--- config.mk ---
export PLATFORM = sky130hd
export DESIGN_NAME = disk_port
export DESIGN_NICKNAME = d
export VERILOG_FILES = /design/src/common/trk_geom_pkg.sv /design/src/common/trk_cmd_pkg.sv /design/src/disk_port/disk_port.sv
export VERILOG_INCLUDE_DIRS = /design/src /design/src/common
export SDC_FILE = /design/constraint.sdc
export NUM_CORES = 1
export LEC_CHECK = 0
export BUFFER_PORTS_ARGS = -buffer_cell sky130_fd_sc_hd__buf_2
export CORE_UTILIZATION = 44
export CTS_BUF_LIST = sky130_fd_sc_hd__clkbuf_16
export CTS_CLUSTER_DIAMETER = 120
export DETAILED_ROUTE_END_ITERATION = 7
export PLACE_DENSITY = 0.88
export SYNTH_ARGS = -nofsm -noshare
export SYNTH_HDL_FRONTEND = slang
export SYNTH_SLANG_ARGS = --single-unit
--- constraint.sdc ---
create_clock -name clk -period 1.71 [get_ports clk]
set_input_delay 0.342 -clock clk [delete_from_list [all_inputs] [get_ports clk]]
set_output_delay 0.342 -clock clk [all_outputs]
set_load 0.005 [all_outputs]
--- src/common/trk_cfg.svh ---
//====================================================================
// Track geometry and field widths for the track buffer
//====================================================================
`ifndef TRK_CFG_SVH
`define TRK_CFG_SVH

// Track geometry
`define TRK_SECTORS      17                              // Sectors per track
`define TRK_SECTOR_BYTES 512                             // Bytes per sector
`define TRK_BUF_BYTES    (`TRK_SECTORS * `TRK_SECTOR_BYTES)

// Field widths
`define TRK_ADDR_W       14   // Buffer byte address
`define TRK_CYL_W        16
`define TRK_HEAD_W       4

`endif

--- src/common/trk_geom_pkg.sv ---
//====================================================================
// Geometry types: sector and byte indices, buffer and disk addresses
//====================================================================
`default_nettype none
`include "trk_cfg.svh"

package trk_geom_pkg;

    typedef logic [7:0] data_byte_t;

    // 0-based sector slot in the buffer
    typedef logic [$clog2(`TRK_SECTORS)-1:0] sector_idx_t;

    // Offset inside one sector
    typedef logic [$clog2(`TRK_SECTOR_BYTES)-1:0] byte_idx_t;

    typedef logic [`TRK_ADDR_W-1:0] buf_addr_t;

    // One flag per sector, bit 0 is sector 1
    typedef logic [`TRK_SECTORS-1:0] sector_map_t;

    // Disk address, sector number is 1-based as on the drive
    typedef struct packed {
        logic [`TRK_CYL_W-1:0]  cyl;
        logic [`TRK_HEAD_W-1:0] head;
        logic [7:0]             sector;
    } chs_t;

endpackage

`default_nettype wire

--- src/common/trk_cmd_pkg.sv ---
//====================================================================
// Request, job and command structs passed between the blocks
//====================================================================
`default_nettype none

package trk_cmd_pkg;

    import trk_geom_pkg::*;

    // Request from the command FSM
    typedef struct packed {
        logic fill_start;    // Host reads the sector
        logic flush_start;   // Host writes the sector
        chs_t target;
    } buf_req_t;

    // Job for the host side
    typedef struct packed {
        logic        go;       // One-cycle start
        logic        write;    // 1 = host writes into the buffer
        sector_idx_t sector;
    } host_xfer_t;

    // Job for the disk side
    typedef struct packed {
        logic go;
        logic write;   // 1 = buffer to disk
        chs_t chs;     // Flush uses dirty index plus 1
    } disk_job_t;

    // Command lines to the drive
    typedef struct packed {
        logic read_start;
        logic write_start;
        chs_t chs;
    } disk_cmd_t;

endpackage

`default_nettype wire

--- src/disk_port/disk_port.sv ---
//====================================================================
// Disk side sector transfer over RAM port B
//====================================================================
`timescale 1ns/1ps
`default_nettype none
`include "trk_cfg.svh"

module disk_port (
    input  logic                     clk,
    input  logic                     reset_n,
    input  trk_cmd_pkg::disk_job_t   disk_job,
    output logic                     job_done,
    output logic                     job_error,
    output trk_cmd_pkg::disk_cmd_t   disk_cmd,
    input  logic                     disk_ready,      // Ends the job
    input  logic                     disk_error,
    input  logic                     disk_byte_valid,
    input  trk_geom_pkg::data_byte_t disk_rdata,
    output trk_geom_pkg::data_byte_t disk_wdata,
    output logic                     disk_byte_ack,
    output trk_geom_pkg::buf_addr_t  b_addr,
    output logic                     b_we,
    output trk_geom_pkg::data_byte_t b_wdata,
    input  trk_geom_pkg::data_byte_t b_rdata
);
    import trk_geom_pkg::*;

    logic        active;
    logic        job_wr;     // Direction of the running job
    byte_idx_t   byte_cnt;
    sector_idx_t sec_idx;
    logic        take;       // Byte handed over this cycle

    // Valid counts once, the ack masks the held strobe
    assign take    = active && disk_byte_valid && !disk_byte_ack;
    assign sec_idx = sector_idx_t'(disk_cmd.chs.sector - 8'd1);   // 1-based on disk

    always_ff @(posedge clk or negedge reset_n) begin
        if (!reset_n) begin
            active        <= 1'b0;
            job_wr        <= 1'b0;
            byte_cnt      <= '0;
            disk_cmd      <= '0;
            disk_byte_ack <= 1'b0;
            job_done      <= 1'b0;
            job_error     <= 1'b0;
        end else begin
            disk_cmd.read_start  <= 1'b0;
            disk_cmd.write_start <= 1'b0;
            disk_byte_ack        <= 1'b0;
            job_done             <= 1'b0;
            job_error            <= 1'b0;

            if (disk_job.go) begin
                active               <= 1'b1;
                job_wr               <= disk_job.write;
                byte_cnt             <= '0;
                disk_cmd.chs         <= disk_job.chs;      // Held until next job
                disk_cmd.read_start  <= !disk_job.write;
                disk_cmd.write_start <= disk_job.write;
            end else if (active) begin
                if (disk_error) begin
                    active    <= 1'b0;
                    job_error <= 1'b1;
                end else if (disk_ready) begin
                    active   <= 1'b0;
                    job_done <= 1'b1;
                end else if (take) begin
                    disk_byte_ack <= 1'b1;                 // Ack next cycle
                    byte_cnt      <= byte_cnt + 1'b1;
                end
            end
        end
    end

    assign b_addr     = {sec_idx, byte_cnt};
    assign b_we       = take && !job_wr;    // Store read stream
    assign b_wdata    = disk_rdata;
    assign disk_wdata = b_rdata;            // Write stream, current index

endmodule

`default_nettype wire

== After elaboration in Yosys (flattened, before gate mapping) ==
Index checks and enable logic that the tools add are counted.
Word-level totals
  input bits: 51
  output and inout port bits: 64
  word-level logic and storage cells: 46
  register bits after elaboration: 44
Operators by class
  add/sub/neg operators: 2
  multiplexer cells: 22
  reductions and logical operators: 9
  equal/unequal tests: 2
Operators with widths (count)
  $mux W9: 5
  $mux W30: 1
  $mux W1: 16
  $add A9 B1 Y9 const B: 1
  $sub A5 B1 Y5 const B: 1
  $ne A2 B2 Y1 const B: 2
  $reduce_and A4 Y1: 1
  $reduce_bool A2 Y1: 2
  $logic_and A1 B1 Y1: 3
  $logic_not A1 Y1: 3

== Depth between registers and ports, before layout ==
  word-level depth: 7
  depth in mapped cells: 4
  mapped depth without buffers: 4

== Least setup slack after synthesis ==
OpenSTA, ideal clock, no wires.
  path kind: reg-to-reg
  from: register byte_cnt[0]
  to: register byte_cnt[8]
  required time: 1.585 ns
  slack: 0.264 ns
  stages on the path, launching flop included: 5
  period minus slack after synthesis: 1.446 ns
  arrival: 1.321 ns
  library setup time: 0.125 ns
  buffers on the path: 0
  cell sequence: dfrtp_1 ha_1 nand3_1 nor4_1 mux2_2
On the way
  cells in the longest elaborated chain, start to end: 6
RTL lines
  from (decl): RTL line disk_port.sv:30  | byte_idx_t byte_cnt;
  from (signal assigned): RTL line disk_port.sv:70  | byte_cnt <= byte_cnt + 1'b1;
  $add A9 B1 Y9: RTL line disk_port.sv:70
  $mux W9: RTL line disk_port.sv:68  | end else if (take) begin
  $mux W9: RTL line disk_port.sv:65  | end else if (disk_ready) begin
  $mux W9: RTL line disk_port.sv:62  | if (disk_error) begin
  $mux W9: RTL line disk_port.sv:61  | end else if (active) begin
  $mux W9: RTL line disk_port.sv:54  | if (disk_job.go) begin
No other way between the ends. The select of a mux whose other input is x is not followed.
A chain may end at the register's enable or synchronous reset.

== Worst setup path after layout ==
  from: register disk_cmd[0] in the netlist's numbering
  to: output port b_addr[13]
On the way
  cells in the longest elaborated chain, start to end: 1
RTL lines
  from (decl): RTL line disk_port.sv:14  | output trk_cmd_pkg::disk_cmd_t disk_cmd,
  $sub A5 B1 Y5: RTL line disk_port.sv:36  | assign sec_idx = sector_idx_t'(disk_cmd.chs.sector - 8'd1);
  to (decl): RTL line disk_port.sv:21  | output trk_geom_pkg::buf_addr_t b_addr,
No other way between the ends.

==> results_dict.tcl <==
set metrics [dict create \
    clk_latency_ps 280 \
    die_area_mm2 0.004853 \
    start_kind "flop" \
    hold_ws_ps -2.731 \
    diodes 0 \
    end_kind "primary output" \
    synth_edf_count 0 \
    routedWlPerCell_um 13.39 \
    cts.clk_slew.worst_paths_ps 60 \
    setup_viol 1 \
    crit_fanout 3 \
    cts.sink_count 44 \
    postSynthCellCount 158 \
    fill_cells 356 \
    coreArea_mm2 0.004384 \
    grt_use_total 0.1658 \
    cts-root-buf "clkbuf_16" \
    power_mw 2.382 \
    synth_warnings 0 \
    synth_area_leaders "dfrtp_1 (55%), mux2_2 (17%), buf_4 (6.3%), inv_1 (1.5%), xor2_1 (1.3%)" \
    drive_above_1_share 0.5739 \
    fmax_mhz 579.8 \
    seqCellArea_mm2 0.001101 \
    crit_type "reg2out" \
    cts_buffers 5 \
    cts_hold_buf 0 \
    syn_area_per_cell_um2 12.75 \
    grt-ovfl-total 0 \
    failed_checks "negative hold slack, negative setup slack" \
    multi_input_area_um2 719.4 \
    worstPathRequired_ps 1370 \
    first_global_vias 1359 \
    dr.pass1.iters 4 \
    holdCritPathClass "in2async" \
    status "complete, but fails checks" \
    cts_tree "done" \
    maxCapViolCount 0 \
    synth_ff_type "dfrtp_1" \
    fin_ws_ps -14.66 \
    grt_pass1_wl_mm 6.251 \
    vias_per_cell 5.018 \
    wl_mm 3.777 \
    area_growth_pct 25.16 \
    syn-num-nets 211 \
    finalCriticalPeriod_ps 1725 \
    worst_pin_slew_ps 428.7 \
    cp_data_arrival_time_ps 1380 \
    period_share 1.009 \
    drtIter0Drc 75 \
    dp_hpwl_mm 2.698 \
    pwr_density_cell_mw_per_mm2 944.8 \
    placementRows 24 \
    grt_setup_unrepaired "yes" \
    clock_skew_ps 2.857 \
    synth_most_common_cell "dfrtp_1" \
    synth.distinct_cells 30 \
    gp_congestion 0.7955 \
    initial_core_util 0.4595 \
    syn_area_mm2 0.002014 \
    nNetsFinal 283 \
    antenna_found_initial 0 \
    die_h_um 69.66 \
    hold_violations 13 \
    synth_common_cells "dfrtp_1 (44), mux2_2 (31), buf_4 (17)" \
    ctsHtreeMaxLevel 2 \
    portBuffers 82 \
    synth_area_leader_cell "dfrtp_1" \
    maxSlewHeadroom 0.7142 \
    yosysTopAreaCellShare 0.5466 \
    drc 0 \
    vias 1415 \
    ir_worst_vdd_mv 0.6149 \
    cts_buffer_depth 2 \
    async_reset_ff_frac 1.000 \
    fin_setup_tns_ps -14.66 \
    die_x_um 69.66 \
    synth_seq_area_share 0.5466 \
    io_pins 115 \
    grt_max_degree 51 \
    slew_violations 0 \
    p_leak_nw 1.251 \
    ant_nets 0 \
    synth_seq_cells 44 \
]
-- cell families after synthesis --
family | after synthesis | share of synthesized area
buf+inv | 31 | 0.1031
compound gates | 13 | 0.03727
simple gates | 34 | 0.1143
flops | 44 | 0.5466
fa+ha+maj | 2 | 0.01242
xor+xnor | 3 | 0.01305
mux | 31 | 0.1733
-- layout make-up --
class                   instances  share of cell area
flip-flops and latches         44              0.4367
multi-input cells              83              0.2854
repair buffers                 88              0.1856
clock buffers                   5             0.04963
well taps                      52             0.02581
inverters                       8             0.01191
clock inverters                 2            0.004963
-- through the flow --
| step | instance area, µm² | util | std cells | worst slack [ps] | hold WS, ps |
|---|---|---|---|---|---|
| 2_1_floorplan | 2014 | - | 158 | 264.3 | 46.41 |
| 3_3_place_gp | 2347 | 0.5354 | 272 | 246.6 | 299.5 |
| 3_5_place_dp | 2347 | 0.5354 | 272 | 183.7 | 308.0 |
| 4_1_cts | 2507 | 0.5719 | 281 | 4.001 | 8.131 |
| 5_1_grt | 2521 | 0.5751 | 282 | -71.58 | 27.05 |
| 6_report | 2521 | 0.5751 | 282 | -14.66 | -2.731 |
-- registers in the layout (all words and copies together), names as in the netlist --
signal / count
job_wr: 1
byte_cnt: 9
disk_byte_ack: 1
active: 1
job_done: 1
disk_cmd: 30
job_error: 1
-- worst paths after layout --
| kind | start | to | slack [ps] | depth (start not counted) |
|---|---|---|---|---|
| max | disk_cmd[0] | b_addr[13] | -10 | 5 |
| min | reset_n | job_error | -3 | 1 |
| max reg2reg | byte_cnt[0] | byte_cnt[8] | 200 | 4 |
| min reg2reg | disk_cmd[8] | disk_cmd[8] | 500 | 1 |
| max in group asynchronous | reset_n | disk_cmd[12] | 1130 | 2 |
| min in group clk | disk_job[28] | disk_cmd[29] | 240 | 2 |
-- power by group --
group          switching (mW)  internal, mW  total (mW)
Sequential             0.0442          1.12        1.16
Clock                   0.364         0.529       0.894
Combinational           0.143         0.184       0.327
-- worst max-delay path, cell delays in order, from the launching register on --
cell and delay [ps]:
dfrtp_1 380, inv_2 70, ha_2 180, nor3b_4 190, xor2_1 150, buf_2 130
-- layer usage --
metal / vias to the layer above / part of all wire / GRT usage
met1: 683 / 0.41 / 0.1910
met3: 6 / 0.066 / 0.05087
li1: 673 / - / -
met4: 0 / 0.015 / 0.07111
met2: 53 / 0.51 / 0.2848
met5: - / 0 / 0
-- cells in the final DEF, fill, tap and decap left out, types with 2 or more instances in the layout --
cell type | synthesis | routed
buf_4 | 17 | 5
nand2_1 | 3 | 3
nor2_1 | 6 | 6
nor4_1 | 3 | 3
clkbuf_16 | 0 | 5
o31ai_1 | 3 | 3
or4_1 | 3 | 3
mux2_2 | 31 | 31
a21oi_1 | 5 | 5
dfrtp_1 | 44 | 44
o21ai_0 | 4 | 4
nand3_1 | 2 | 2
nor2b_1 | 4 | 4
buf_2 | 2 | 82
xor2_1 | 3 | 3
or3_1 | 2 | 2
inv_1 | 8 | 7
nor3_1 | 2 | 2
-- repair_timing --
| item | 4_1_cts | 5_1_grt |
|---|---|---|
| setup buffers | 2 | 1 |
| setup endpoints to repair | 1 | 1 |
| resized for setup | 3 | 1 |
| hold endpoints to repair | 0 | 0 |
| pin swaps | 2 | 2 |
Note: power is estimated with default switching activity, not from simulation.
