$ cat src/common/trk_cfg.svh
//====================================================================
// Track geometry and field widths for the track buffer
//====================================================================
`ifndef TRK_CFG_SVH
`define TRK_CFG_SVH

// Track geometry
`define TRK_SECTORS      17                              // Sectors per track
`define TRK_SECTOR_BYTES 512                             // Bytes per sector
`define TRK_BUF_BYTES    (`TRK_SECTORS * `TRK_SECTOR_BYTES)

// Field widths
`define TRK_ADDR_W       14   // Buffer byte address
`define TRK_CYL_W        16
`define TRK_HEAD_W       4

`endif

$ cat src/common/trk_geom_pkg.sv
//====================================================================
// Geometry types: sector and byte indices, buffer and disk addresses
//====================================================================
`default_nettype none
`include "trk_cfg.svh"

package trk_geom_pkg;

    typedef logic [7:0] data_byte_t;

    // 0-based sector slot in the buffer
    typedef logic [$clog2(`TRK_SECTORS)-1:0] sector_idx_t;

    // Offset inside one sector
    typedef logic [$clog2(`TRK_SECTOR_BYTES)-1:0] byte_idx_t;

    typedef logic [`TRK_ADDR_W-1:0] buf_addr_t;

    // One flag per sector, bit 0 is sector 1
    typedef logic [`TRK_SECTORS-1:0] sector_map_t;

    // Disk address, sector number is 1-based as on the drive
    typedef struct packed {
        logic [`TRK_CYL_W-1:0]  cyl;
        logic [`TRK_HEAD_W-1:0] head;
        logic [7:0]             sector;
    } chs_t;

endpackage

`default_nettype wire

$ cat src/common/trk_cmd_pkg.sv
//====================================================================
// Request, job and command structs passed between the blocks
//====================================================================
`default_nettype none

package trk_cmd_pkg;

    import trk_geom_pkg::*;

    // Request from the command FSM
    typedef struct packed {
        logic fill_start;    // Host reads the sector
        logic flush_start;   // Host writes the sector
        chs_t target;
    } buf_req_t;

    // Job for the host side
    typedef struct packed {
        logic        go;       // One-cycle start
        logic        write;    // 1 = host writes into the buffer
        sector_idx_t sector;
    } host_xfer_t;

    // Job for the disk side
    typedef struct packed {
        logic go;
        logic write;   // 1 = buffer to disk
        chs_t chs;     // Flush uses dirty index plus 1
    } disk_job_t;

    // Command lines to the drive
    typedef struct packed {
        logic read_start;
        logic write_start;
        chs_t chs;
    } disk_cmd_t;

endpackage

`default_nettype wire

$ cat src/host_port/host_port.sv
//====================================================================
// Host side sector transfer over RAM port A
//====================================================================
`timescale 1ns/1ps
`default_nettype none
`include "trk_cfg.svh"

module host_port (
    input  logic                     clk,
    input  logic                     reset_n,
    input  trk_cmd_pkg::host_xfer_t  host_xfer,   // Job from the controller
    input  logic                     host_read,   // Byte strobes from host
    input  logic                     host_write,
    input  trk_geom_pkg::data_byte_t host_wdata,
    output trk_geom_pkg::data_byte_t host_rdata,
    output logic                     host_drq,
    output logic                     host_done,
    output trk_geom_pkg::buf_addr_t  a_addr,
    output logic                     a_we,
    output trk_geom_pkg::data_byte_t a_wdata,
    input  trk_geom_pkg::data_byte_t a_rdata
);
    import trk_geom_pkg::*;

    logic        active;       // Transfer running
    logic        xfer_wr;
    sector_idx_t xfer_sector;
    byte_idx_t   byte_cnt;
    logic        step;         // Byte moved this cycle
    logic        last_byte;

    // Only the strobe matching the direction counts
    assign step      = active && (xfer_wr ? host_write : host_read);
    assign last_byte = (byte_cnt == byte_idx_t'(`TRK_SECTOR_BYTES - 1));

    always_ff @(posedge clk or negedge reset_n) begin
        if (!reset_n) begin
            active    <= 1'b0;
            host_done <= 1'b0;
            byte_cnt  <= '0;
        end else begin
            host_done <= 1'b0;
            if (host_xfer.go) begin
                active   <= 1'b1;
                byte_cnt <= '0;
            end else if (step) begin
                byte_cnt <= byte_cnt + 1'b1;
                if (last_byte) begin
                    active    <= 1'b0;  // 512th byte seen
                    host_done <= 1'b1;
                end
            end
        end
    end

    // Job latch
    always_ff @(posedge clk) begin
        if (host_xfer.go) begin
            xfer_wr     <= host_xfer.write;
            xfer_sector <= host_xfer.sector;
        end
    end

    assign host_drq   = active;
    assign a_addr     = {xfer_sector, byte_cnt};   // Sector base plus offset
    assign a_we       = step && xfer_wr;
    assign a_wdata    = host_wdata;
    assign host_rdata = a_rdata;

endmodule

`default_nettype wire

$ cat config.mk
export PLATFORM = sky130hd
export DESIGN_NAME = host_port
export DESIGN_NICKNAME = d
export VERILOG_FILES = /design/src/common/trk_geom_pkg.sv /design/src/common/trk_cmd_pkg.sv /design/src/host_port/host_port.sv
export VERILOG_INCLUDE_DIRS = /design/src /design/src/common
export SDC_FILE = /design/constraint.sdc
export NUM_CORES = 1
export LEC_CHECK = 0
export BUFFER_PORTS_ARGS = -buffer_cell sky130_fd_sc_hd__buf_2
export CAP_MARGIN = 5
export CORE_MARGIN = 3
export CORE_UTILIZATION = 35
export CTS_CLUSTER_SIZE = 14
export DETAILED_ROUTE_END_ITERATION = 6
export PLACE_DENSITY_LB_ADDON = 0.2
export REMOVE_ABC_BUFFERS = 1
export SYNTH_ARGS = -nofsm -noshare
export SYNTH_HDL_FRONTEND = slang
export SYNTH_SLANG_ARGS = --single-unit
$ cat constraint.sdc
create_clock -name clk -period 2 [get_ports clk]
set_clock_uncertainty 0.2 [all_clocks]
set_input_delay 0 -clock clk [delete_from_list [all_inputs] [get_ports clk]]
set_output_delay 0 -clock clk [all_outputs]
set_load 0.05 [all_outputs]
* Word level (Yosys, flattened, before mapping) *
Index checks and enable logic that the tools add are counted.

cells by class
  $add $sub $neg = 1
  eq/ne operators = 1
  muxes and demuxes = 9
  reductions and logical operators = 5

operator list
  operator               number
  $mux W9                2
  $add A9 B1 Y9 const B  1
  $eq A9 B9 Y1 const B   1
  $mux W1                7
  $reduce_bool A2 Y1     2
  $logic_and A1 B1 Y1    2
  $reduce_and A2 Y1      1

word-level totals
  flip-flop bits (word level) = 17
  bits of input ports = 27
  output and inout port bits = 33
  logic and storage cells = 21

* Logic depth before layout (Yosys ltp) *
  depth after elaboration = 4
  mapped depth = 6
  gate-level depth less buffers = 6

* Worst setup path before layout *
Ideal clock, no wire load.

  path type = reg2reg
  start = register byte_cnt[0]
  end = register byte_cnt[6]
  library setup time = 0.078 ns
  arrival = 1.613 ns
  required time = 1.722 ns
  path slack = 0.109 ns
  cell stages (with the launch flop) = 5
  path buffers = 0
  clock period less this slack = 1.891 ns
  path through = dfrtp_1 ha_1 nand4_1 or4_1 a21oi_1

between the ends
  cells in the longest elaborated chain, start to end = 3

RTL lines
  item                    RTL line         RTL
  from (decl)             host_port.sv:28  byte_idx_t byte_cnt;
  from (signal assigned)  host_port.sv:47  byte_cnt <= byte_cnt + 1'b1;
  $add A9 B1 Y9           host_port.sv:47
  $mux W9                 host_port.sv:46  end else if (step) begin
  $mux W9                 host_port.sv:43  if (host_xfer.go) begin

Every way passes these cells. The select of a mux whose other input is x is not followed.
A chain may end at the register's enable or synchronous reset.

* Worst setup path after layout *
  start = register xfer_wr
  end = register byte_cnt[7]

between the ends
  cells in the longest elaborated chain, start to end = 3

RTL lines
  item                                 RTL line         RTL
  from (decl)                          host_port.sv:26  logic xfer_wr;
  from (signal assigned)               host_port.sv:59  xfer_wr <= host_xfer.write;
  $mux W1                              host_port.sv:33  assign step = active && (xfer_wr ? host_write : host_read);
  $logic_and A1 B1 Y1                  host_port.sv:33
  $reduce_bool A2 Y1 (no source line)  -

Every way passes these cells.

==> tab_implementation.tex <==
\begin{tabular}{lr}
\hline
Metric & Value \\
\hline
\multicolumn{2}{l}{\textbf{Layout}} \\
\quad Number of antenna repair diodes & 0 \\
\quad Area delta synth->final & 34.4\% \\
\quad \# fillers & about 230 \\
\quad Final cell count without fillers & between 100 and 150 \\
\quad Share of layout cells above drive strength 1 & 29.2\% \\
\quad Number of nets in the layout & 150 \\
\multicolumn{2}{l}{\textbf{Clock network}} \\
\quad Level count of the clock H-tree & 1 \\
\quad Source-to-sink clock delay at the later pin of the worst-skew pair & 290 ps \\
\quad Root Buffer & clkbuf\_4 \\
\quad Number of buffers created by CTS & 3 \\
\quad Post-CTS clock slew at the launch and capture registers of the worst setup and hold paths & 100 ps \\
\quad TritonCTS clock tree & done \\
\quad Buffers from clock root to sink, at most & 2 \\
\quad Post\_cts resized & 0 \\
\quad TritonCTS sink count & 17 \\
\multicolumn{2}{l}{\textbf{Timing}} \\
\quad Unrepaired setup endpoints after global routing & false \\
\quad Final number of setup-violating endpoints & 0 \\
\quad Timing-limited maximum frequency & 541 MHz \\
\quad Pins over their slew limit & 0 \\
\quad Setup TNS & 0 ps \\
\quad Max-slew headroom & 40.4\% \\
\quad Final hold viol count & 0 \\
\quad Ratio of final minimum period to clock period & 92.5\% \\
\quad Measured slew at the worst slew-check pin & 869 ps \\
\quad Period minus WS final & 1850 ps \\
\multicolumn{2}{l}{\textbf{Synth}} \\
\quad Number of cells produced by synthesis & 83 \\
\quad Count of flip-flops with a built-in enable after synthesis & 6 \\
\quad Portion of synthesized cell area occupied by the leading cell type & 30.7\% \\
\quad Most numerous cell types in the synthesized netlist & 18 x buf\_4, 11 x dfrtp\_1, 7 x a21oi\_1 \\
\quad Largest area contributor in the synthesized netlist & dfrtp\_1 \\
\quad Share of flip-flops with an asynchronous set or reset after synthesis & 64.7\% \\
\quad Synth cell types & 23 \\
\quad Most frequent cell after synthesis & buf\_4 \\
\quad Avg Synthesized Cell Area & 10.8 sq um \\
\quad Post-synthesis sequential element count & 17 \\
\quad Most used DFF post-synth & dfrtp\_1 \\
\quad Main area contributors after synthesis & dfrtp\_1 31\%, edfxtp\_1 20\%, buf\_4 15\% \\
\quad Syn. warnings & 0 \\
\quad Netlist area before placement & 896 sq um \\
\quad Proportion of synthesized chip area in sequential cells & $\sim$50\% \\
\multicolumn{2}{l}{\textbf{Setup path}} \\
\quad CP max FO & 13 \\
\quad Kind of capture point of the worst setup path & flip-flop \\
\quad Crit path launch & xfer\_wr \\
\quad Worst path required time & approximately 2000 ps \\
\quad CP Launch Type & flip-flop \\
\quad Logic depth of the worst register-to-register path & 3 \\
\quad Beginning of the worst register-to-register path & xfer\_wr \\
\quad Reg2Reg Setup Slack & between 150 and 200 ps \\
\quad Arrival time at the worst endpoint & 1830 ps \\
\quad Kind of critical path & reg2reg \\
\multicolumn{2}{l}{\textbf{GRT}} \\
\quad Initial antenna violation count & 0 \\
\quad Wire length of the first global-routing pass & 3.77 mm \\
\quad Maximum number of pins on one net before global-route repair & 20 \\
\quad Total overflow reported by the global router & 0 \\
\quad Vias in the first global route & 714 \\
\quad Total global-route track usage & roughly 15\% \\
\multicolumn{2}{l}{\textbf{Place}} \\
\quad Routability congestion estimate & 0.735 \\
\quad DP Wirelength & between 1 and 1.5 mm \\
\quad Port Buffers & 27 \\
\quad Inst Count DP & 119 \\
\multicolumn{2}{l}{\textbf{Min path}} \\
\quad Class of the tightest hold or removal check & in2reg \\
\quad Hold Crit Start & host\_read \\
\quad Hold Path Cell Cnt & 4 \\
\multicolumn{2}{l}{\textbf{Floorplan}} \\
\quad Site Rows & 17 \\
\quad Floorplan die area & 0.00320 sq mm \\
\quad Standard cell core area & 0.00232 sq mm \\
\quad Initial standard-cell utilization of the core & 38.6\% \\
\quad Ports & 60 \\
\quad Die X & 56.6 um \\
\quad Vertical die dimension & 56.6 um \\
\multicolumn{2}{l}{\textbf{Status}} \\
\quad Outcome & completed \\
\multicolumn{2}{l}{\textbf{Flow run}} \\
\quad Max-capacitance violation count & 0 \\
\multicolumn{2}{l}{\textbf{Drt}} \\
\quad Detail-routed net length per standard cell & 16.0 um \\
\quad Met3 wire length & $\sim$140 um \\
\quad Wire length on met2 & 1.14 mm \\
\quad Residual DRC & 0 \\
\quad Met1 routed wirelength after detailed routing & 1.07 mm \\
\quad Detailed Route WL & 2.37 mm \\
\quad Number of antenna-violating nets in the routed design & 0 \\
\quad Drt pass-1 iters & 4 \\
\quad Top routing layer in use & met4 \\
\quad Via count & approximately 760 \\
\quad Via density & 5.13 \\
\quad Violation count after the first detailed-routing iteration & 17 \\
\multicolumn{2}{l}{\textbf{Pwr}} \\
\quad Static power due to leakage & 0.538 nW \\
\quad Power density over cell area & between 600 and 700 mW/mm\^{}2 \\
\quad Worst vdd rail ir drop & 0.000411 V \\
\hline
\end{tabular}
area by class of cell:
class / count / area, sq um / area share [%]
tap: 28 / 35.0 / 2.91
timing repair buffer: 52 / 385 / 32.0
inverter: 2 / 7.51 / 0.624
multi-input combinational: 45 / 294 / 24.4
clock buffer: 4 / 26.3 / 2.18
sequential: 17 / 455 / 37.8
stage by stage:
step                      instance area [sq um]  hold slack, ps  setup slack (ps)  utilization [%]  power, mW
after detailed placement                    927            -313               181             40.0      0.497
after global routing                       1200            66.3              49.2             51.9      0.808
after global placement                      927            -312               194             40.0      0.496
after floorplan                             757            -496               110                -      0.459
after CTS                                  1200            17.8               162             51.9      0.784
final                                      1200            23.0               150             51.9      0.777
metal layers:
layer	track usage, %	vias up
met1	21.0	366
met2	23.9	33
met3	2.53	4
met5	0	-
met4	5.08	0
li1	-	356
cells in the final DEF, fill, tap and decap left out, drive strengths merged, types with 4 or more instances in the layout:
cell type / n
clkbuf: 4
edfxtp: 6
buf: 27
dfrtp: 11
a21oi: 7
o21ai: 4
dlygate4sd3: 25
nand3: 7
worst paths after layout:
check,endpoint
worst min-delay path,byte_cnt[8]
min in group asynchronous,byte_cnt[7]
worst min register to register,byte_cnt[8]
worst max-delay path,byte_cnt[7]
worst max register to register,byte_cnt[7]
max in group asynchronous,host_done
critical path: stages (launching register included):
cell and delay, ps:
edfxtp_1 390, mux2i_1 750, nor4_2 100, mux2_2 300
repair_timing:
action | in CTS | in global routing
hold buffers | 25 | 0
hold endpoints to repair | 48 | 0
setup buffers | 0 | 0
state kept, by name, summed over array words and instances (netlist names):
name and count:
host_done 1, byte_cnt 9, host_drq 1, xfer_sector 5, xfer_wr 1
power by group:
part	total, mW	switching, mW	internal [mW]
Sequential	0.384	0.00835	0.376
Clock	0.184	0.106	0.0775
Combinational	0.210	0.151	0.0584
Total	0.777	0.266	0.511
kinds of logic (layout without fill, tap and decap cells):
kind of cell	Yosys count	after routing	synth area share (%)
AO/OA/AOI/OAI	15	15	9.50
multiplexers	4	4	4.89
buffers and inverters	21	58	16.3
adder cells (fa/ha/maj)	2	2	2.79
flip-flops	17	17	50.8
AND/OR/NAND/NOR	24	24	15.6
Note: power is estimated with default switching activity, not from simulation.
