$ cat config.mk
export PLATFORM = sky130hd
export DESIGN_NAME = track_cache_ctrl
export DESIGN_NICKNAME = d
export VERILOG_FILES = /design/src/common/trk_geom_pkg.sv /design/src/common/trk_cmd_pkg.sv /design/src/cache_ctrl/track_cache_ctrl.sv
export VERILOG_INCLUDE_DIRS = /design/src /design/src/common
export SDC_FILE = /design/constraint.sdc
export NUM_CORES = 1
export LEC_CHECK = 0
export ABC_AREA = 0
export BUFFER_PORTS_ARGS = -buffer_cell sky130_fd_sc_hd__buf_4
export CAP_MARGIN = 20
export CORE_MARGIN = 1.5
export CORE_UTILIZATION = 54
export DETAILED_ROUTE_END_ITERATION = 6
export GPL_TIMING_DRIVEN = 0
export PLACE_DENSITY = 0.78
export REMOVE_ABC_BUFFERS = 1
export SYNTH_ARGS = -nofsm -noshare
export SYNTH_HDL_FRONTEND = slang
export SYNTH_SLANG_ARGS = --single-unit
$ cat constraint.sdc
create_clock -name clk -period 3.3 [get_ports clk]
set_clock_uncertainty 0.1 [all_clocks]
set_input_delay 0.825 -clock clk [delete_from_list [all_inputs] [get_ports clk]]
set_output_delay 0.825 -clock clk [all_outputs]
set_load 0.02 [all_outputs]
$ cat src/common/trk_cfg.svh
//====================================================================
// Track geometry and field widths for the track buffer
//====================================================================
`ifndef TRK_CFG_SVH
`define TRK_CFG_SVH

// Track geometry
`define TRK_SECTORS      17                              // Sectors per track
`define TRK_SECTOR_BYTES 512                             // Bytes per sector
`define TRK_BUF_BYTES    (`TRK_SECTORS * `TRK_SECTOR_BYTES)

// Field widths
`define TRK_ADDR_W       14   // Buffer byte address
`define TRK_CYL_W        16
`define TRK_HEAD_W       4

`endif

$ cat src/common/trk_geom_pkg.sv
//====================================================================
// Geometry types: sector and byte indices, buffer and disk addresses
//====================================================================
`default_nettype none
`include "trk_cfg.svh"

package trk_geom_pkg;

    typedef logic [7:0] data_byte_t;

    // 0-based sector slot in the buffer
    typedef logic [$clog2(`TRK_SECTORS)-1:0] sector_idx_t;

    // Offset inside one sector
    typedef logic [$clog2(`TRK_SECTOR_BYTES)-1:0] byte_idx_t;

    typedef logic [`TRK_ADDR_W-1:0] buf_addr_t;

    // One flag per sector, bit 0 is sector 1
    typedef logic [`TRK_SECTORS-1:0] sector_map_t;

    // Disk address, sector number is 1-based as on the drive
    typedef struct packed {
        logic [`TRK_CYL_W-1:0]  cyl;
        logic [`TRK_HEAD_W-1:0] head;
        logic [7:0]             sector;
    } chs_t;

endpackage

`default_nettype wire

$ cat src/common/trk_cmd_pkg.sv
//====================================================================
// Request, job and command structs passed between the blocks
//====================================================================
`default_nettype none

package trk_cmd_pkg;

    import trk_geom_pkg::*;

    // Request from the command FSM
    typedef struct packed {
        logic fill_start;    // Host reads the sector
        logic flush_start;   // Host writes the sector
        chs_t target;
    } buf_req_t;

    // Job for the host side
    typedef struct packed {
        logic        go;       // One-cycle start
        logic        write;    // 1 = host writes into the buffer
        sector_idx_t sector;
    } host_xfer_t;

    // Job for the disk side
    typedef struct packed {
        logic go;
        logic write;   // 1 = buffer to disk
        chs_t chs;     // Flush uses dirty index plus 1
    } disk_job_t;

    // Command lines to the drive
    typedef struct packed {
        logic read_start;
        logic write_start;
        chs_t chs;
    } disk_cmd_t;

endpackage

`default_nettype wire

$ cat src/cache_ctrl/track_cache_ctrl.sv
//====================================================================
// Track cache FSM with valid and dirty bitmaps
// Hit and miss decisions, write-back of dirty sectors on track change
//====================================================================
`timescale 1ns/1ps
`default_nettype none
`include "trk_cfg.svh"

module track_cache_ctrl (
    input  logic                    clk,
    input  logic                    reset_n,
    input  trk_cmd_pkg::buf_req_t   buf_req,
    output logic                    buf_ready,
    output logic                    buf_error,
    output trk_cmd_pkg::host_xfer_t host_xfer,
    input  logic                    host_done,
    output trk_cmd_pkg::disk_job_t  disk_job,
    input  logic                    job_done,
    input  logic                    job_error
);
    import trk_geom_pkg::*;

    typedef enum logic [2:0] {
        ST_IDLE,
        ST_LOOKUP,       // Register track and bitmap compares
        ST_DECIDE,       // Hit or miss
        ST_FLUSH_PICK,   // Next dirty sector, or retarget when clean
        ST_FLUSH_WAIT,
        ST_FILL_START,
        ST_FILL_WAIT,
        ST_HOST_WAIT
    } state_t;

    state_t state;

    // Cache bookkeeping
    chs_t        cached_chs;   // Track in the buffer
    logic        cache_empty;
    sector_map_t valid_map;
    sector_map_t dirty_map;

    // Current request
    chs_t        req_chs;
    logic        req_wr;
    sector_idx_t req_idx;
    logic        same_trk;
    logic        sec_hit;
    logic        bad_sec;

    // Job outputs
    logic        host_go;
    logic        job_go;
    logic        job_wr;
    chs_t        job_chs;
    sector_idx_t flush_idx;
    sector_idx_t flush_next;

    // Lowest set bit, scanned from the top so bit 0 wins
    function automatic sector_idx_t lowest_set(input sector_map_t map);
        sector_idx_t idx;
        idx = '0;
        for (int i = `TRK_SECTORS - 1; i >= 0; i--) begin
            if (map[i])
                idx = sector_idx_t'(i);
        end
        return idx;
    endfunction

    assign req_idx    = sector_idx_t'(req_chs.sector - 8'd1);
    assign flush_next = lowest_set(dirty_map);

    always_ff @(posedge clk or negedge reset_n) begin
        if (!reset_n) begin
            state       <= ST_IDLE;
            buf_ready   <= 1'b0;
            buf_error   <= 1'b0;
            host_go     <= 1'b0;
            job_go      <= 1'b0;
            job_wr      <= 1'b0;
            job_chs     <= '0;
            cached_chs  <= '0;
            cache_empty <= 1'b1;
            valid_map   <= '0;
            dirty_map   <= '0;
            req_chs     <= '0;
            req_wr      <= 1'b0;
            same_trk    <= 1'b0;
            sec_hit     <= 1'b0;
            bad_sec     <= 1'b0;
            flush_idx   <= '0;
        end else begin
            // One-cycle pulses
            buf_ready <= 1'b0;
            buf_error <= 1'b0;
            host_go   <= 1'b0;
            job_go    <= 1'b0;

            case (state)
                ST_IDLE: begin
                    if (buf_req.fill_start || buf_req.flush_start) begin
                        req_chs <= buf_req.target;
                        req_wr  <= buf_req.flush_start;
                        state   <= ST_LOOKUP;
                    end
                end

                ST_LOOKUP: begin
                    same_trk <= !cache_empty && (req_chs.cyl == cached_chs.cyl) &&
                                (req_chs.head == cached_chs.head);
                    bad_sec  <= (req_chs.sector == 8'd0) ||
                                (req_chs.sector > 8'(`TRK_SECTORS));
                    // Dirty sector holds newer host data, never refill it
                    sec_hit  <= req_wr ? dirty_map[req_idx] : valid_map[req_idx];
                    state    <= ST_DECIDE;
                end

                ST_DECIDE: begin
                    if (bad_sec) begin
                        buf_error <= 1'b1;      // Sector outside the track
                        state     <= ST_IDLE;
                    end else if (same_trk && sec_hit) begin
                        host_go <= 1'b1;        // Straight to the host
                        state   <= ST_HOST_WAIT;
                    end else if (same_trk) begin
                        state <= ST_FILL_START;
                    end else begin
                        state <= ST_FLUSH_PICK; // Track change
                    end
                end

                //====================================================================
                // Write-back, lowest dirty sector first
                //====================================================================
                ST_FLUSH_PICK: begin
                    if (dirty_map != '0) begin
                        flush_idx <= flush_next;
                        job_go    <= 1'b1;
                        job_wr    <= 1'b1;
                        job_chs   <= '{cyl:    cached_chs.cyl,
                                       head:   cached_chs.head,
                                       sector: 8'(flush_next) + 8'd1};
                        state     <= ST_FLUSH_WAIT;
                    end else begin
                        // All clean, take over the new track
                        cached_chs  <= req_chs;
                        cache_empty <= 1'b0;
                        valid_map   <= '0;
                        state       <= ST_FILL_START;
                    end
                end

                ST_FLUSH_WAIT: begin
                    if (job_error) begin
                        buf_error <= 1'b1;      // Bitmaps untouched
                        state     <= ST_IDLE;
                    end else if (job_done) begin
                        dirty_map[flush_idx] <= 1'b0;
                        state                <= ST_FLUSH_PICK;
                    end
                end

                //====================================================================
                // Fill and host transfer
                //====================================================================
                ST_FILL_START: begin
                    job_go  <= 1'b1;
                    job_wr  <= 1'b0;
                    job_chs <= req_chs;
                    state   <= ST_FILL_WAIT;
                end

                ST_FILL_WAIT: begin
                    if (job_error) begin
                        buf_error <= 1'b1;
                        state     <= ST_IDLE;
                    end else if (job_done) begin
                        valid_map[req_idx] <= 1'b1;
                        host_go            <= 1'b1;
                        state              <= ST_HOST_WAIT;
                    end
                end

                ST_HOST_WAIT: begin
                    if (host_done) begin
                        if (req_wr) begin
                            valid_map[req_idx] <= 1'b1;
                            dirty_map[req_idx] <= 1'b1;
                        end
                        buf_ready <= 1'b1;
                        state     <= ST_IDLE;
                    end
                end

                default: state <= ST_IDLE;
            endcase
        end
    end

    assign host_xfer = '{go: host_go, write: req_wr, sector: req_idx};
    assign disk_job  = '{go: job_go, write: job_wr, chs: job_chs};

endmodule

`default_nettype wire

# Word level (Yosys, flattened, before mapping)
# Index checks and enable logic that the tools add are counted.
# totals
regBits,128
in_bits,35
output_inout_bits,39
word_cells,140
# op_classes
addsub,2
n_lt_le_gt_ge,5
eq_ne,20
mux,64
n_bitwise,5
n_reduce_logical,22
# op_table
operator,n
two-way mux 17 bit,9
two-way mux 5 bit,17
case mux 28 bit (2 select lines),1
case mux 17 bit (3 select lines),1
OR 17 bit,2
case mux 17 bit (2 select lines),1
two-way mux 28 bit,1
two-way mux 3 bit,9
case mux 3 bit (8 select lines),1
"inequality test 2 bit, second input constant",9
bitwise AND 17 bit,1
NOT 17 bit,1
nonzero test 17 bit,1
== test 16 bit,1
two-way mux 1 bit,16
"== test 3 bit, second input constant",4
"less-than comparator 5 x 6 -> 1 bit, second input constant",2
binary-select mux 1 bit (select 5 bit),2
demux 1 bit (select 5 bit),2
"greater-or-equal comparator 5 x 1 -> 1 bit, second input constant",2
"> comparator 8 x 5 -> 1 bit, second input constant",1
logical NOT 8 bit,1
case mux 1 bit (2 select lines),4
AND reduction 2 bit,4
other kinds (17),25

# Logic depth before layout (Yosys ltp)
# logic_depth
depth_word,20
ltp_mapped,12
mapped_depth_nobuf,9

# Worst setup path before layout
# OpenSTA, ideal clock, no wires.
# synth_path
kind,reg2out
startpoint,register req_chs[0] (netlist bit)
endpoint,output host_xfer[4] (netlist bit)
arrival_time_ns,2.153
t_required_ns,2.375
slack_ns,0.222
stages_incl_launch_ff,9
n_path_buf,4
path_cell_list,dfrtp_1 clkbuf_1 buf_2 inv_1 ha_1 clkbuf_1 clkbuf_1 nand2_1 xnor2_1
# synth_lines
item,line_no,text
from (decl),track_cache_ctrl.sv:43,chs_t req_chs;
from (signal assigned),track_cache_ctrl.sv:101,req_chs <= buf_req.target;
to (decl),track_cache_ctrl.sv:15,"output trk_cmd_pkg::host_xfer_t host_xfer,"

==> metrics.txt <==
TritonRoute pass-1 iters 5; most frequent cells in the layout 126 x dfrtp_1, 85 x nand2_1, 74 x buf_4; Final Cycle Share 0.919; share of layout cells above drive strength 1 0.265; effective utilization at floorplan 0.562; Antenna Nets Post-Route 0; clock root buffer clkbuf_16; Ant. Diodes 0; commonest non-fill, non-tap cell in the layout dfrtp_1; P&R area growth vs syn 19.2%; WHS 0.155 ns; slew at the pin with the worst max-slew slack 0.993 ns; f_max 330 MHz; setup tns final 0 ns; WL/cell 18.3 um; GPL Wtd Cong about 0.89; Crit Path Category flip-flop to output port; DRC 0; RSZ-0062 raised after global routing no; Reg clk slew, reported paths 0.05 ns; final WL 15500 um; clock share of power 0.215; core box area 11600 um^2; Mapped Cells 632; IO Pins 74; CP endpoint kind output port; Synth Area in Adders 0.0116; CP peak stage delay around 0.5 ns; switch share 0.396; row cnt 39; hold-fix buffers at CTS 0; power per standard cell area ~1100 nW/um^2; met3 Usage GRT 0.0541; worst vdd ir ~0.67 mV; Required @ worst endpoint 2.37 ns; register area share after synthesis 0.493; Buf/Inv on CP 3; RR Endpoint valid_map[16]; Synth Area per Inst 10.3 um^2; Seq pwr share 0.339; worst r2r src dirty_map[0]; CTS tree yes; arrival time worst endpoint roughly 2.1 ns; Register-to-Register Path Depth 7; vias between 5000 and 6000; maximum buffer depth of the clock tree 2; Compound-Gate Fraction of Synth Area 0.133; Die ar. 12700 um^2; Slew Limit Fails 0; Mapped Area 6500 um^2; Critical path origin req_chs[1]; Psw 3.47 mW; met2 GRT Util 0.413; post-synthesis cell type count 57; Worst Hold Class primary input to async pin; MaxCap Viol Count 0; Top Usage Layer GRT met2; CP max FO 16; Static Leakage 3.47 nW; Final Hold Viols 0; initial DRC count ~560; crit-path most repeated cell inv_1; slowest library cell on the worst path dfrtp_1; largest net degree at the start of global routing ~110; Yosys warnings 0; Main synth FF type dfrtp_1; total grt overflow 0; EDFF count, synth 0; crit path to host_xfer[2]; Cell Chain, Critical Path inv_1 -> ha_4 -> nand2b_1 -> and2_1 -> inv_1 -> buf_4; Gate power share 0.446; Die Ht 113 um; status finished, final reports clean; final setup fails 0; Post-Synth XOR/XNOR Area 0.0323; post-DP HPWL 10500 um; Die Wd 113 um; NumNets Final 731; Critical Path Source Type flip-flop; CTS Buf Count 17; flop2flop setup slack 0.57 ns; vias per cell 5.98; Yosys reg bits about 130; first-pass GRT wire length 25900 um; Top Family by Delay on Critical Path flip-flops; min Tclk post-route 3.03 ns; clock sink total 128; CTS H-tree lvls 4; simple-gate share of the synthesized area 0.157; Rel. slew slack 0.321; Global Route Usage Sum 0.260; ys async rst share 1.00; mux contribution to synthesized area 0.126; worst skew pair latency 0.42 ns; M1 GR Usage 0.352; initial antenna violation count 0; Internal 5.30 mW; final core occ 0.670; cell depth of the worst setup path 6; IO Port Bufs 73; largest family of logic cells by synthesized area simple AND/OR/NAND/NOR gates; vias in the first global route just over 5000
==> synth_stat cells, drive strengths merged, types with 4 or more instances <==
master / n / share of area
nand4: 6 / 0.0058
a31oi: 31 / 0.030
nand2: 86 / 0.050
mux2: 50 / 0.098
a21oi: 23 / 0.018
dfrtp: 127 / 0.49
buf: 22 / 0.029
o21a: 5 / 0.0092
clkbuf: 19 / 0.011
nor3: 14 / 0.011
nand2b: 6 / 0.0058
ha: 6 / 0.012
nor4: 6 / 0.0058
nor2: 72 / 0.042
inv: 12 / 0.0069
mux4: 8 / 0.028
and2: 6 / 0.0058
and3: 4 / 0.0038
o21ai: 50 / 0.039
nand3: 11 / 0.0085
xnor2: 21 / 0.028
==> kinds of logic after synthesis <==
family / count (synthesis)
simple gates: 227
compound gates: 136
flops: 128
mux: 58
buf+inv: 53
xor+xnor: 24
fa+ha+maj: 6
==> metal layers <==
layer  up-vias  routed length, um
met2       188               7500
met1      2490               6720
met4         0                302
li1       2350                  -
met5         -                  0
met3        30               1000
==> flip-flops by register name (all words and copies together) (netlist names) <==
| signal | cells |
|---|---|
| disk_job | 28 |
| req_chs | 28 |
| cached_chs | 20 |
| dirty_map | 17 |
| valid_map | 17 |
| flush_idx | 5 |
| state | 3 |
| bad_sec | 1 |
| buf_error | 1 |
| buf_ready | 1 |
| cache_empty | 1 |
| host_go | 1 |
| job_go | 1 |
| job_wr | 1 |
| req_wr | 1 |
| same_trk | 1 |
| sec_hit | 1 |
==> worst min path at each step <==
stage / endpoint
after floorplan: valid_map[13]
after global placement: job_wr
after detailed placement: job_wr
after CTS: valid_map[14]
after global routing: valid_map[14]
final: valid_map[14]
==> area by class of cell <==
type                    count  area, um^2
clock buffers              24         502
clock inverters             8         103
fillers                   845        3820
inverters                  12        48.8
multi-input cells         451        3010
flip-flops and latches    128        3210
well taps                 143         179
repair buffers             80         697
==> power by group through the flow <==
stage	clock network (mW)	registers [mW]	logic, mW
after floorplan	0	3.02	2.44
after global placement	0	2.95	3.60
after detailed placement	0	3.00	3.78
after CTS	1.90	2.99	3.85
after global routing	1.98	3.08	4.24
final	1.89	2.97	3.91
==> per-stage QoR <==
| step | setup WS [ns] | instances | cell area [um^2] | power (mW) |
|---|---|---|---|---|
| after floorplan | 0.190 | 591 | 6240 | 5.46 |
| after detailed placement | -0.148 | 812 | 7100 | 6.78 |
| after global routing | 0.179 | 846 | 7740 | 9.30 |
| after global placement | -0.441 | 807 | 6970 | 6.55 |
| final | 0.267 | 846 | 7740 | 8.77 |
| after CTS | 0.0396 | 844 | 7720 | 8.74 |
==> what timing repair did <==
action / CTS / global route
setup endpoints to repair: 4 / 1
endpoints found under the hold margin: 0 / 0
setup buffers: 0 / 2
resized for setup: 4 / 1
No activity file was read; power rests on OpenSTA's default activity.
